File: src/logic/cpu_params.svh
`ifndef CPU_PARAMS_SVH
`define CPU_PARAMS_SVH

// Data bus and memory address width
`define CPU_DATA_W 8

// General purpose registers REG0 to REG7
`define CPU_NUM_REGS 8

// Bus source select width, also the register code width in programs
`define CPU_SEL_W 4

// Step counter inside one sequencer state, saturates at all ones
`define CPU_CYCLE_W 3

// Words of program and data memory
`define CPU_MEM_DEPTH 256

`endif

File: src/logic/cpu_pkg.sv
`include "cpu_params.svh"

package cpu_pkg;

	typedef logic [`CPU_DATA_W-1:0] byte_t;
	typedef logic [`CPU_DATA_W-1:0] addr_t;

	// Bus sources; the same codes name registers inside programs
	typedef enum logic [`CPU_SEL_W-1:0] {
		REG0 = 4'd0,
		REG1 = 4'd1,
		REG2 = 4'd2,
		REG3 = 4'd3,
		REG4 = 4'd4,
		REG5 = 4'd5,
		REG6 = 4'd6,
		REG7 = 4'd7,
		D_IN = 4'd8,
		RAX = 4'd9,
		RFL = 4'd10,
		RAM = 4'd11,
		RIP = 4'd12,
		RIP_1 = 4'd13,
		ZERO = 4'd14
	} bus_sel_t;

	typedef enum logic [4:0] {
		LOAD_ADDR,
		LOAD_ADDR_WAIT,
		LOAD_DATA,
		LOAD_DATA_WAIT,
		PRE_EXECUTE,
		FETCH,
		INC_RIP,
		EX_HALT,
		EX_NOOP,
		EX_JUMP,
		EX_MATH,
		EX_LDFM,
		EX_LDFI,
		EX_CPFR,
		EX_STOM,
		EX_JINZ,
		EX_JIEQ,
		EX_JILT,
		EX_JIGT
	} state_t;

	typedef enum logic [`CPU_DATA_W-1:0] {
		HALT = 8'h00,
		NOOP = 8'h01,
		JUMP = 8'h03,
		MATH = 8'h04,
		LDFM = 8'h05,
		LDFI = 8'h06,
		CPFR = 8'h08,
		STOM = 8'h09,
		JINZ = 8'h0a,
		JIEQ = 8'h0b,
		JILT = 8'h0c,
		JIGT = 8'h0d
	} opcode_t;

	// Low bits of the MATH operand byte
	typedef enum logic [2:0] {
		ADD = 3'd0,
		SUB = 3'd1,
		AND = 3'd2,
		OR = 3'd3,
		XOR = 3'd4,
		PASS_B = 3'd5
	} alu_op_t;

	typedef struct packed {
		logic carry;
		logic equal;
		logic less_than;
		logic zero;
		logic undefined;
		logic [2:0] spare;
	} flags_t;

	typedef struct packed {
		bus_sel_t sel;
		logic load_addr;
		logic load_rip;
		logic load_alu;
		logic load_rax;
		logic write_ram;
		logic [`CPU_NUM_REGS-1:0] load_reg;
	} ctrl_t;

	// Registers visible to programs
	typedef struct packed {
		byte_t [`CPU_NUM_REGS-1:0] regs;
		byte_t rax;
		flags_t rfl;
		byte_t rip;
	} arch_state_t;

endpackage

File: src/logic/alu.sv
`include "cpu_params.svh"

module alu (
	input  cpu_pkg::byte_t i_a,
	input  cpu_pkg::byte_t i_b,
	input  cpu_pkg::byte_t i_op_byte,
	output cpu_pkg::byte_t o_result,
	output cpu_pkg::flags_t o_flags
);
	cpu_pkg::alu_op_t op;
	logic [`CPU_DATA_W:0] wide;
	logic known;

	always_comb begin
		op = cpu_pkg::alu_op_t'(i_op_byte[2:0]);
		// Bit 7 was the signed select, unsigned only here
		known = (i_op_byte[6:3] == '0);
		case (op)
			cpu_pkg::ADD: wide = {1'b0, i_a} + {1'b0, i_b};
			// Top bit of the difference is the borrow
			cpu_pkg::SUB: wide = {1'b0, i_a} - {1'b0, i_b};
			cpu_pkg::AND: wide = {1'b0, i_a & i_b};
			cpu_pkg::OR: wide = {1'b0, i_a | i_b};
			cpu_pkg::XOR: wide = {1'b0, i_a ^ i_b};
			cpu_pkg::PASS_B: wide = {1'b0, i_b};
			default: begin
				wide = '0;
				known = 1'b0;
			end
		endcase
		if (!known) wide = '0;

		o_result = wide[`CPU_DATA_W-1:0];
		o_flags = '0;
		o_flags.carry = wide[`CPU_DATA_W];
		o_flags.equal = (i_a == i_b);
		o_flags.less_than = (i_a < i_b);
		o_flags.zero = (o_result == '0);
		o_flags.undefined = !known;
	end

endmodule

File: src/logic/bus_arbiter.sv
`include "cpu_params.svh"

module bus_arbiter (
	input  cpu_pkg::bus_sel_t i_sel,
	input  cpu_pkg::arch_state_t i_state,
	input  cpu_pkg::byte_t i_data_in,
	input  cpu_pkg::byte_t i_ram_word,
	output cpu_pkg::byte_t o_bus
);
	cpu_pkg::byte_t rip_next;

	// Next sequential byte after the instruction pointer
	assign rip_next = i_state.rip + 1'b1;

	always_comb begin
		case (i_sel)
			cpu_pkg::REG0, cpu_pkg::REG1, cpu_pkg::REG2, cpu_pkg::REG3,
			cpu_pkg::REG4, cpu_pkg::REG5, cpu_pkg::REG6, cpu_pkg::REG7: begin
				o_bus = i_state.regs[i_sel[2:0]];
			end
			cpu_pkg::D_IN: o_bus = i_data_in;
			cpu_pkg::RAX: o_bus = i_state.rax;
			cpu_pkg::RFL: o_bus = i_state.rfl;
			cpu_pkg::RAM: o_bus = i_ram_word;
			cpu_pkg::RIP: o_bus = i_state.rip;
			cpu_pkg::RIP_1: o_bus = rip_next;
			default: o_bus = '0;
		endcase
	end

	// Code 15 has no source and would silently read zero
	always_comb begin
		a_sel_valid: assert (i_sel !== {`CPU_SEL_W{1'b1}})
			else $error("bus_arbiter: select code 15 on the bus");
	end

endmodule

File: src/logic/cpu.sv
module cpu (
	input  logic i_clk,
	input  logic i_reset,
	input  logic i_load_addr,
	input  logic i_load_data,
	input  logic i_execute,
	input  cpu_pkg::byte_t i_data_in,
	output cpu_pkg::byte_t o_data_out,
	output logic o_waiting
);
	cpu_pkg::ctrl_t ctrl;
	cpu_pkg::arch_state_t arch_state;
	cpu_pkg::addr_t mar;
	cpu_pkg::byte_t ram_word;
	cpu_pkg::byte_t bus;
	cpu_pkg::byte_t alu_result;
	cpu_pkg::flags_t alu_flags;

	// Memory view always shows the word at the address register
	assign o_data_out = ram_word;

	sequencer u_sequencer (
		.i_clk(i_clk),
		.i_reset(i_reset),
		.i_load_addr(i_load_addr),
		.i_load_data(i_load_data),
		.i_execute(i_execute),
		.i_ram_word(ram_word),
		.i_flags(arch_state.rfl),
		.o_ctrl(ctrl),
		.o_waiting(o_waiting)
	);

	reg_file u_reg_file (
		.i_clk(i_clk),
		.i_reset(i_reset),
		.i_ctrl(ctrl),
		.i_bus(bus),
		.i_alu_result(alu_result),
		.i_alu_flags(alu_flags),
		.o_state(arch_state),
		.o_mar(mar)
	);

	bus_arbiter u_bus_arbiter (
		.i_sel(ctrl.sel),
		.i_state(arch_state),
		.i_data_in(i_data_in),
		.i_ram_word(ram_word),
		.o_bus(bus)
	);

	// Accumulator against REG0, operation from the MATH operand
	alu u_alu (
		.i_a(arch_state.rax),
		.i_b(arch_state.regs[0]),
		.i_op_byte(ram_word),
		.o_result(alu_result),
		.o_flags(alu_flags)
	);

	ram u_ram (
		.i_clk(i_clk),
		.i_addr(mar),
		.i_wdata(bus),
		.i_write(ctrl.write_ram),
		.o_rdata(ram_word)
	);

endmodule

File: src/logic/ram.sv
`include "cpu_params.svh"

module ram (
	input  logic i_clk,
	input  cpu_pkg::addr_t i_addr,
	input  cpu_pkg::byte_t i_wdata,
	input  logic i_write,
	output cpu_pkg::byte_t o_rdata
);
	cpu_pkg::byte_t mem [`CPU_MEM_DEPTH];

	// Read returns the old word when written in the same cycle
	always_ff @(posedge i_clk) begin
		if (i_write) mem[i_addr] <= i_wdata;
		o_rdata <= mem[i_addr];
	end

endmodule

File: src/logic/reg_file.sv
`include "cpu_params.svh"

module reg_file (
	input  logic i_clk,
	input  logic i_reset,
	input  cpu_pkg::ctrl_t i_ctrl,
	input  cpu_pkg::byte_t i_bus,
	input  cpu_pkg::byte_t i_alu_result,
	input  cpu_pkg::flags_t i_alu_flags,
	output cpu_pkg::arch_state_t o_state,
	output cpu_pkg::addr_t o_mar
);
	logic rax_from_bus;
	logic rax_from_alu;

	assign rax_from_bus = i_ctrl.load_rax;
	assign rax_from_alu = i_ctrl.load_alu;

	always_ff @(posedge i_clk) begin
		if (i_reset) begin
			o_state <= '0;
			o_mar <= '0;
		end else begin
			for (int i = 0; i < `CPU_NUM_REGS; i++) begin
				if (i_ctrl.load_reg[i]) o_state.regs[i] <= i_bus;
			end
			if (rax_from_bus) o_state.rax <= i_bus;
			// MATH writes the accumulator and flags in the same edge
			if (rax_from_alu) begin
				o_state.rax <= i_alu_result;
				o_state.rfl <= i_alu_flags;
			end
			if (i_ctrl.load_rip) o_state.rip <= i_bus;
			// Address register feeds the RAM directly
			if (i_ctrl.load_addr) o_mar <= i_bus;
		end
	end

	a_rax_single_source: assert property (@(posedge i_clk) disable iff (i_reset)
		!(rax_from_bus && rax_from_alu))
		else $error("reg_file: RAX loaded from bus and ALU together");

endmodule

File: src/logic/sequencer.sv
`include "cpu_params.svh"

module sequencer (
	input  logic i_clk,
	input  logic i_reset,
	input  logic i_load_addr,
	input  logic i_load_data,
	input  logic i_execute,
	input  cpu_pkg::byte_t i_ram_word,
	input  cpu_pkg::flags_t i_flags,
	output cpu_pkg::ctrl_t o_ctrl,
	output logic o_waiting
);
	cpu_pkg::state_t state;
	cpu_pkg::state_t next_state;
	logic [`CPU_CYCLE_W-1:0] step;
	cpu_pkg::byte_t reg_code;
	logic latch_code;
	logic load_target;
	logic jump_taken;

	function automatic cpu_pkg::state_t dispatch(cpu_pkg::byte_t opcode);
		case (opcode)
			cpu_pkg::NOOP: return cpu_pkg::EX_NOOP;
			cpu_pkg::JUMP: return cpu_pkg::EX_JUMP;
			cpu_pkg::MATH: return cpu_pkg::EX_MATH;
			cpu_pkg::LDFM: return cpu_pkg::EX_LDFM;
			cpu_pkg::LDFI: return cpu_pkg::EX_LDFI;
			cpu_pkg::CPFR: return cpu_pkg::EX_CPFR;
			cpu_pkg::STOM: return cpu_pkg::EX_STOM;
			cpu_pkg::JINZ: return cpu_pkg::EX_JINZ;
			cpu_pkg::JIEQ: return cpu_pkg::EX_JIEQ;
			cpu_pkg::JILT: return cpu_pkg::EX_JILT;
			cpu_pkg::JIGT: return cpu_pkg::EX_JIGT;
			// HALT and every unknown opcode
			default: return cpu_pkg::EX_HALT;
		endcase
	endfunction

	// Register codes beyond the bus sources read as zero
	function automatic cpu_pkg::bus_sel_t to_sel(cpu_pkg::byte_t code);
		if (code < 8'(cpu_pkg::ZERO)) begin
			return cpu_pkg::bus_sel_t'(code[`CPU_SEL_W-1:0]);
		end
		return cpu_pkg::ZERO;
	endfunction

	always_comb begin
		case (state)
			cpu_pkg::EX_JINZ: jump_taken = !i_flags.zero;
			cpu_pkg::EX_JIEQ: jump_taken = i_flags.equal;
			cpu_pkg::EX_JILT: jump_taken = i_flags.less_than;
			cpu_pkg::EX_JIGT: jump_taken = !(i_flags.equal || i_flags.less_than);
			default: jump_taken = 1'b0;
		endcase
	end

	always_comb begin
		next_state = state;
		case (state)
			cpu_pkg::LOAD_ADDR: begin
				if (i_load_addr) begin
					next_state = cpu_pkg::LOAD_ADDR_WAIT;
				end else if (i_execute) begin
					next_state = cpu_pkg::PRE_EXECUTE;
				end
			end
			cpu_pkg::LOAD_ADDR_WAIT: if (!i_load_addr) next_state = cpu_pkg::LOAD_DATA;
			cpu_pkg::LOAD_DATA: if (i_load_data) next_state = cpu_pkg::LOAD_DATA_WAIT;
			cpu_pkg::LOAD_DATA_WAIT: if (!i_load_data) next_state = cpu_pkg::LOAD_ADDR;
			cpu_pkg::PRE_EXECUTE: if (!i_execute) next_state = cpu_pkg::FETCH;
			cpu_pkg::FETCH, cpu_pkg::INC_RIP: if (step == 2) next_state = dispatch(i_ram_word);
			cpu_pkg::EX_HALT: next_state = cpu_pkg::LOAD_ADDR;
			cpu_pkg::EX_NOOP: next_state = cpu_pkg::INC_RIP;
			cpu_pkg::EX_JUMP: if (step == 2) next_state = cpu_pkg::FETCH;
			cpu_pkg::EX_MATH: if (step == 2) next_state = cpu_pkg::INC_RIP;
			cpu_pkg::EX_LDFI, cpu_pkg::EX_CPFR: if (step == 3) next_state = cpu_pkg::INC_RIP;
			cpu_pkg::EX_STOM: if (step == 4) next_state = cpu_pkg::INC_RIP;
			cpu_pkg::EX_LDFM: if (step == 5) next_state = cpu_pkg::INC_RIP;
			cpu_pkg::EX_JINZ, cpu_pkg::EX_JIEQ, cpu_pkg::EX_JILT, cpu_pkg::EX_JIGT: begin
				if (step == 0 && !jump_taken) begin
					next_state = cpu_pkg::INC_RIP;
				end else if (step == 2) begin
					next_state = cpu_pkg::FETCH;
				end
			end
			default: next_state = cpu_pkg::LOAD_ADDR;
		endcase
	end

	always_comb begin
		o_ctrl = '0;
		o_ctrl.sel = cpu_pkg::D_IN;
		o_waiting = 1'b0;
		latch_code = 1'b0;
		load_target = 1'b0;
		case (state)
			cpu_pkg::LOAD_ADDR: begin
				o_ctrl.load_addr = 1'b1;
				o_waiting = 1'b1;
			end
			cpu_pkg::LOAD_DATA: o_ctrl.write_ram = 1'b1;
			cpu_pkg::PRE_EXECUTE: begin
				o_ctrl.sel = cpu_pkg::ZERO;
				o_ctrl.load_rip = 1'b1;
				o_ctrl.load_addr = 1'b1;
			end
			cpu_pkg::FETCH: begin
				if (step == 0) begin
					o_ctrl.sel = cpu_pkg::RIP;
					o_ctrl.load_addr = 1'b1;
				end
			end
			cpu_pkg::INC_RIP, cpu_pkg::EX_MATH: begin
				if (step == 0) begin
					o_ctrl.sel = cpu_pkg::RIP_1;
					o_ctrl.load_rip = 1'b1;
					o_ctrl.load_addr = 1'b1;
				end else if (step == 2 && state == cpu_pkg::EX_MATH) begin
					// Operation byte comes straight from RAM
					o_ctrl.load_alu = 1'b1;
				end
			end
			cpu_pkg::EX_JUMP, cpu_pkg::EX_JINZ, cpu_pkg::EX_JIEQ, cpu_pkg::EX_JILT,
			cpu_pkg::EX_JIGT: begin
				if (step == 0) begin
					o_ctrl.sel = cpu_pkg::RIP_1;
					o_ctrl.load_addr = 1'b1;
					// Not-taken branches leave RIP on the operand
					o_ctrl.load_rip = (state != cpu_pkg::EX_JUMP);
				end else if (step == 2) begin
					o_ctrl.sel = cpu_pkg::RAM;
					o_ctrl.load_rip = 1'b1;
				end
			end
			cpu_pkg::EX_LDFM, cpu_pkg::EX_LDFI, cpu_pkg::EX_CPFR, cpu_pkg::EX_STOM: begin
				case (step)
					// Step RIP over both operands, second one reads during step 1
					3'd0, 3'd1: begin
						o_ctrl.sel = cpu_pkg::RIP_1;
						o_ctrl.load_rip = 1'b1;
						o_ctrl.load_addr = 1'b1;
					end
					3'd2: latch_code = 1'b1;
					3'd3: begin
						if (state == cpu_pkg::EX_CPFR) begin
							o_ctrl.sel = to_sel(i_ram_word);
							load_target = 1'b1;
						end else begin
							o_ctrl.sel = cpu_pkg::RAM;
							o_ctrl.load_addr = (state != cpu_pkg::EX_LDFI);
							load_target = (state == cpu_pkg::EX_LDFI);
						end
					end
					3'd4: begin
						if (state == cpu_pkg::EX_STOM) begin
							o_ctrl.sel = to_sel(reg_code);
							o_ctrl.write_ram = 1'b1;
						end
					end
					3'd5: begin
						o_ctrl.sel = cpu_pkg::RAM;
						load_target = 1'b1;
					end
					default: ;
				endcase
			end
			default: ;
		endcase

		// Target code to one-hot load bits, RAX at code 9
		if (load_target) begin
			if (reg_code < `CPU_NUM_REGS) begin
				o_ctrl.load_reg[reg_code[2:0]] = 1'b1;
			end else if (reg_code == 8'(cpu_pkg::RAX)) begin
				o_ctrl.load_rax = 1'b1;
			end
		end
	end

	always_ff @(posedge i_clk) begin
		if (i_reset) begin
			state <= cpu_pkg::LOAD_ADDR;
			step <= '0;
			reg_code <= '0;
		end else begin
			state <= next_state;
			if (next_state != state) begin
				step <= '0;
			end else if (step != '1) begin
				// Hold at the top so step 0 actions never repeat
				step <= step + 1'b1;
			end
			if (latch_code) reg_code <= i_ram_word;
		end
	end

	a_load_reg_onehot: assert property (@(posedge i_clk) disable iff (i_reset)
		$onehot0(o_ctrl.load_reg))
		else $error("sequencer: more than one register load at once");

	a_alu_rax_excl: assert property (@(posedge i_clk) disable iff (i_reset)
		!(o_ctrl.load_alu && o_ctrl.load_rax))
		else $error("sequencer: ALU and bus both load RAX");

endmodule

File: config.mk
export PLATFORM = sky130hd
export DESIGN_NAME = cpu
export DESIGN_NICKNAME = d
export VERILOG_FILES = /design/src/logic/cpu_pkg.sv /design/src/logic/alu.sv /design/src/logic/bus_arbiter.sv /design/src/logic/cpu.sv /design/src/logic/ram.sv /design/src/logic/reg_file.sv /design/src/logic/sequencer.sv
export VERILOG_INCLUDE_DIRS = /design/src /design/src/logic
export SDC_FILE = /design/constraint.sdc
export NUM_CORES = 2
export LEC_CHECK = 0
export BUFFER_PORTS_ARGS = -buffer_cell sky130_fd_sc_hd__buf_4
export CAP_MARGIN = 20
export CORE_AREA = 2 2 442 444
export CTS_BUF_LIST = sky130_fd_sc_hd__clkbuf_8
export DETAILED_ROUTE_END_ITERATION = 8
export DIE_AREA = 0 0 444 446
export PLACE_DENSITY = 0.68
export SETUP_SLACK_MARGIN = 0.05
export SYNTH_ARGS = -nofsm -noshare
export SYNTH_HDL_FRONTEND = slang
export SYNTH_SLANG_ARGS = --single-unit
export TNS_END_PERCENT = 100
File: constraint.sdc
create_clock -name i_clk -period 12.96 [get_ports i_clk]
set_input_delay 2.592 -clock i_clk [delete_from_list [all_inputs] [get_ports i_clk]]
set_output_delay 2.592 -clock i_clk [all_outputs]
set_load 0.02 [all_outputs]
==> summary.txt <==
Run status
  • Status: complete, no violations

Power and ir drop
  • Clock network fraction of total power: between 20% and 30%
  • PD cells: 190 nW/um2
  • Sw Pwr: approximately 5400 uW
  • Internal Power: around 13000 uW
  • P_leak: between 0.02 and 0.03 uW
  • Combinational power share: 23.4%
  • Switch share: 29.7%
  • Share of power burned in registers: between 40% and 50%
  • Worst vdd ir: between 0.00015 and 0.0002 V

Min path
  • Hold Crit Class: flip-flop to flip-flop

Timing
  • Worst-Margin Slew: about 1.1 ns
  • Final period utilization: 49.0%
  • Skew final: 0.0914 ns
  • RSZ-0062 raised after global routing: no
  • Final count of pins violating max slew: 0
  • Fmax: roughly 160 MHz
  • Finish-stage setup viols: 0
  • Final hold violation count: 0
  • Final hold slack: roughly 0.46 ns
  • Min Tclk post-route: around 6.4 ns
  • Relative slew slack: between 20% and 30%
  • Setup_tns: 0 ns

Synthesis
  • Top FF cell, synth: edfxtp_1
  • Yosys Warn Count: 0
  • Seq/Total Area, Yosys: 73.7%
  • Post-Syn Area: around 87000 um2
  • Synth cell types: 83
  • Syn_nets: 4385
  • Syn avg cell area: between 15 and 20 um2
  • Flops & latches, synth: 2165
  • Post-synth EDFFs: 2048
  • Cell count after synthesis: around 4300
  • Post-synthesis async set-or-reset flop share: 0%

Cells and area
  • Footprint of the multi-input gates: ~22000 um2
  • Final cell count without fillers: ~7300
  • Most common cell after layout, fill and taps aside: edfxtp_1
  • Most frequent cells in the layout: edfxtp_1, mux4_2, nor2_1, clkbuf_8, inv_1
  • Register Area: 63900 um2
  • Nets: ~4600
  • Fill cells: 15400
  • Area Growth Syn to Fin: 10.6%
  • Layout cell share with drive strength beyond 1: 25.9%

Clock tree
  • Clock tree buffer depth: 4
  • # resized after CTS: 0
  • CTS clk-pin slew, worst paths: 0.07 ns
  • CTS buffer count: 349
  • H-tree levels: 5
  • Post-CTS Hold Fix Bufs: 0
  • CTS tree: yes
  • Sink Count: 2165
  • Clock root buffer master: clkbuf_8
  • # Post-CTS Setup Buffers: 0
  • Clock latency on the worst-skew pair: approximately 1.1 ns

GRT
  • GR Overflow Total: 0
  • Vias in the first global route: around 44000
  • Initial antenna violation count: 5
  • Largest net degree at the start of global routing: slightly below 200
  • First-pass GRT wire length: ~300000 um
  • Total GRT Usage: between 20% and 30%

Place
  • Buffers on Ports: 21
  • Post-placement cell count: ~6700
  • Placer Congestion: 0.923
  • Post-DP HPWL: 120000 um

Setup path
  • Setup crit end kind: flip-flop
  • Arrival @ worst endpoint: approximately 7 ns
  • Crit path kind: flip-flop to flip-flop
  • Critical path launch point type: flip-flop
  • Flop2flop setup slack: approximately 6.6 ns
  • Critical Path Source: u_sequencer.state[1]
  • Critical path capture point: u_ram.mem[233][1]
  • Reg2Reg Launch Point: u_sequencer.state[1]
  • Worst r2r dst: u_ram.mem[233][1]
  • Worst EP required: between 10 and 15 ns
  • Reg2Reg Depth: 9
  • Critical path fanouts, max: around 110

Detailed routing
  • Post-route ant nets: 0
  • Vias: 43600
  • Vias per Instance: roughly 6.0
  • Detailed Route WL: slightly above 200000 um
  • Drt pass-1 iters: 8
  • Post-route DRC: 0
  • DR iter-0 viols: 5226
  • Routed WL per cell: 28.0 um

Floorplanning
  • Core area: around 190000 um2
  • Die width: roughly 440 um
  • Vert. Die Dim: 446 um
  • Ports: 22
  • FP Rows: around 160
  • Die area: a little under 200000 um2
  • Starting Density: between 40% and 50%

Run
  • MaxCap Viol Count: 0
==> metal layers <==
metal	GRT usage, %	routed length (um)	vias to the layer above
met3	4.35	16300	327
met4	6.88	5620	4
met5	0	23	-
li1	-	-	18200
met2	32.6	99200	1949
met1	28.7	83300	23100
==> synthesized netlist by cell type (8+ instances only) <==
library cell / instances / area, um2
o22ai_1: 28 / 175
nor2_1: 359 / 1350
dfxtp_1: 117 / 2340
a211oi_1: 40 / 300
xnor2_1: 8 / 70.1
o21bai_1: 8 / 60.1
clkbuf_1: 159 / 597
nor3_1: 16 / 80.1
buf_1: 54 / 203
xor2_1: 8 / 70.1
nor2b_1: 40 / 250
a21oi_1: 81 / 405
a22oi_1: 10 / 75.1
a31oi_1: 15 / 93.8
nand2_1: 142 / 533
inv_1: 63 / 236
mux4_2: 655 / 14800
o31ai_1: 10 / 75.1
mux2i_1: 35 / 350
edfxtp_1: 2048 / 61500
ha_1: 36 / 450
nand3_1: 82 / 410
a311oi_1: 8 / 70.1
nand2b_1: 15 / 93.8
and3_1: 14 / 87.6
o211ai_1: 21 / 158
nor4_1: 15 / 93.8
buf_2: 55 / 275
o21ai_0: 51 / 255
nand4_1: 12 / 75.1
==> stage by stage <==
| step | setup slack, ns | instance area [um2] | total power, uW | utilization [%] |
|---|---|---|---|---|
| 6_report | 6.61 | 95900 | 18200 | 49.5 |
| 5_1_grt | 5.97 | 95900 | 18900 | 49.5 |
| 4_1_cts | 6.62 | 95800 | 18300 | 49.5 |
| 3_5_place_dp | 6.69 | 89600 | 13000 | 46.3 |
| 3_3_place_gp | 7.04 | 89600 | 13000 | 46.3 |
| 2_1_floorplan | 5.93 | 86700 | 11600 | - |
==> worst min-delay path by stage <==
stage,startpoint,end,depth (start not counted)
3_5_place_dp,u_reg_file.o_state[81],u_reg_file.o_state[81],2
4_1_cts,u_reg_file.o_state[81],u_reg_file.o_state[81],2
3_3_place_gp,u_reg_file.o_state[81],u_reg_file.o_state[81],2
2_1_floorplan,u_reg_file.o_state[81],u_reg_file.o_state[81],2
6_report,u_reg_file.o_state[81],u_reg_file.o_state[81],2
5_1_grt,u_reg_file.o_state[81],u_reg_file.o_state[81],2
==> layout make-up <==
| type | count | share of cell area, % |
|---|---|---|
| sequential | 2165 | 66.6 |
| multi-input combinational | 1831 | 22.4 |
| clock buffer | 359 | 5.15 |
| tap | 2542 | 3.32 |
| clock inverter | 252 | 1.32 |
| timing repair buffer | 90 | 0.851 |
| inverter | 63 | 0.294 |
| antenna | 5 | 0.0131 |
==> power by group through the flow <==
stage | Sequential (uW) | Combinational (uW) | Clock (uW)
floorplan | 8870 | 2750 | 0
global placement | 8760 | 4190 | 0
detailed placement | 8770 | 4270 | 0
CTS | 8620 | 4280 | 5440
global route | 8630 | 4500 | 5730
finish | 8620 | 4260 | 5350
==> cells by family (layout without fill, tap and decap cells) <==
family | Yosys count | in the layout | share of synthesized area, %
fa+ha+maj | 38 | 38 | 0.566
simple gates | 735 | 735 | 3.78
xor+xnor | 16 | 16 | 0.162
compound gates | 349 | 349 | 2.76
other cells | 0 | 5 | 0
buf+inv | 338 | 764 | 1.59
mux | 693 | 693 | 17.5
flops | 2165 | 2165 | 73.7
==> registers in the layout, indices dropped and copies added, names as in the netlist <==
register and flops:
u_ram.mem 2048, u_ram.o_rdata 8, u_reg_file.o_mar 8, u_reg_file.o_state 85
u_sequencer.reg_code 8, u_sequencer.state 5, u_sequencer.step 3
==> worst max-delay path, cell delays in order, from the launching register on <==
cell and delay, ns:
dfxtp_1 0.84, nor3b_1 0.64, nand3_1 0.18, o41ai_1 0.70, nand3_1 0.57, o21a_1 0.31
nand2_2 0.21, o21a_4 0.63, buf_4 0.75, buf_4 0.98
(Power assumes the default switching activity.)
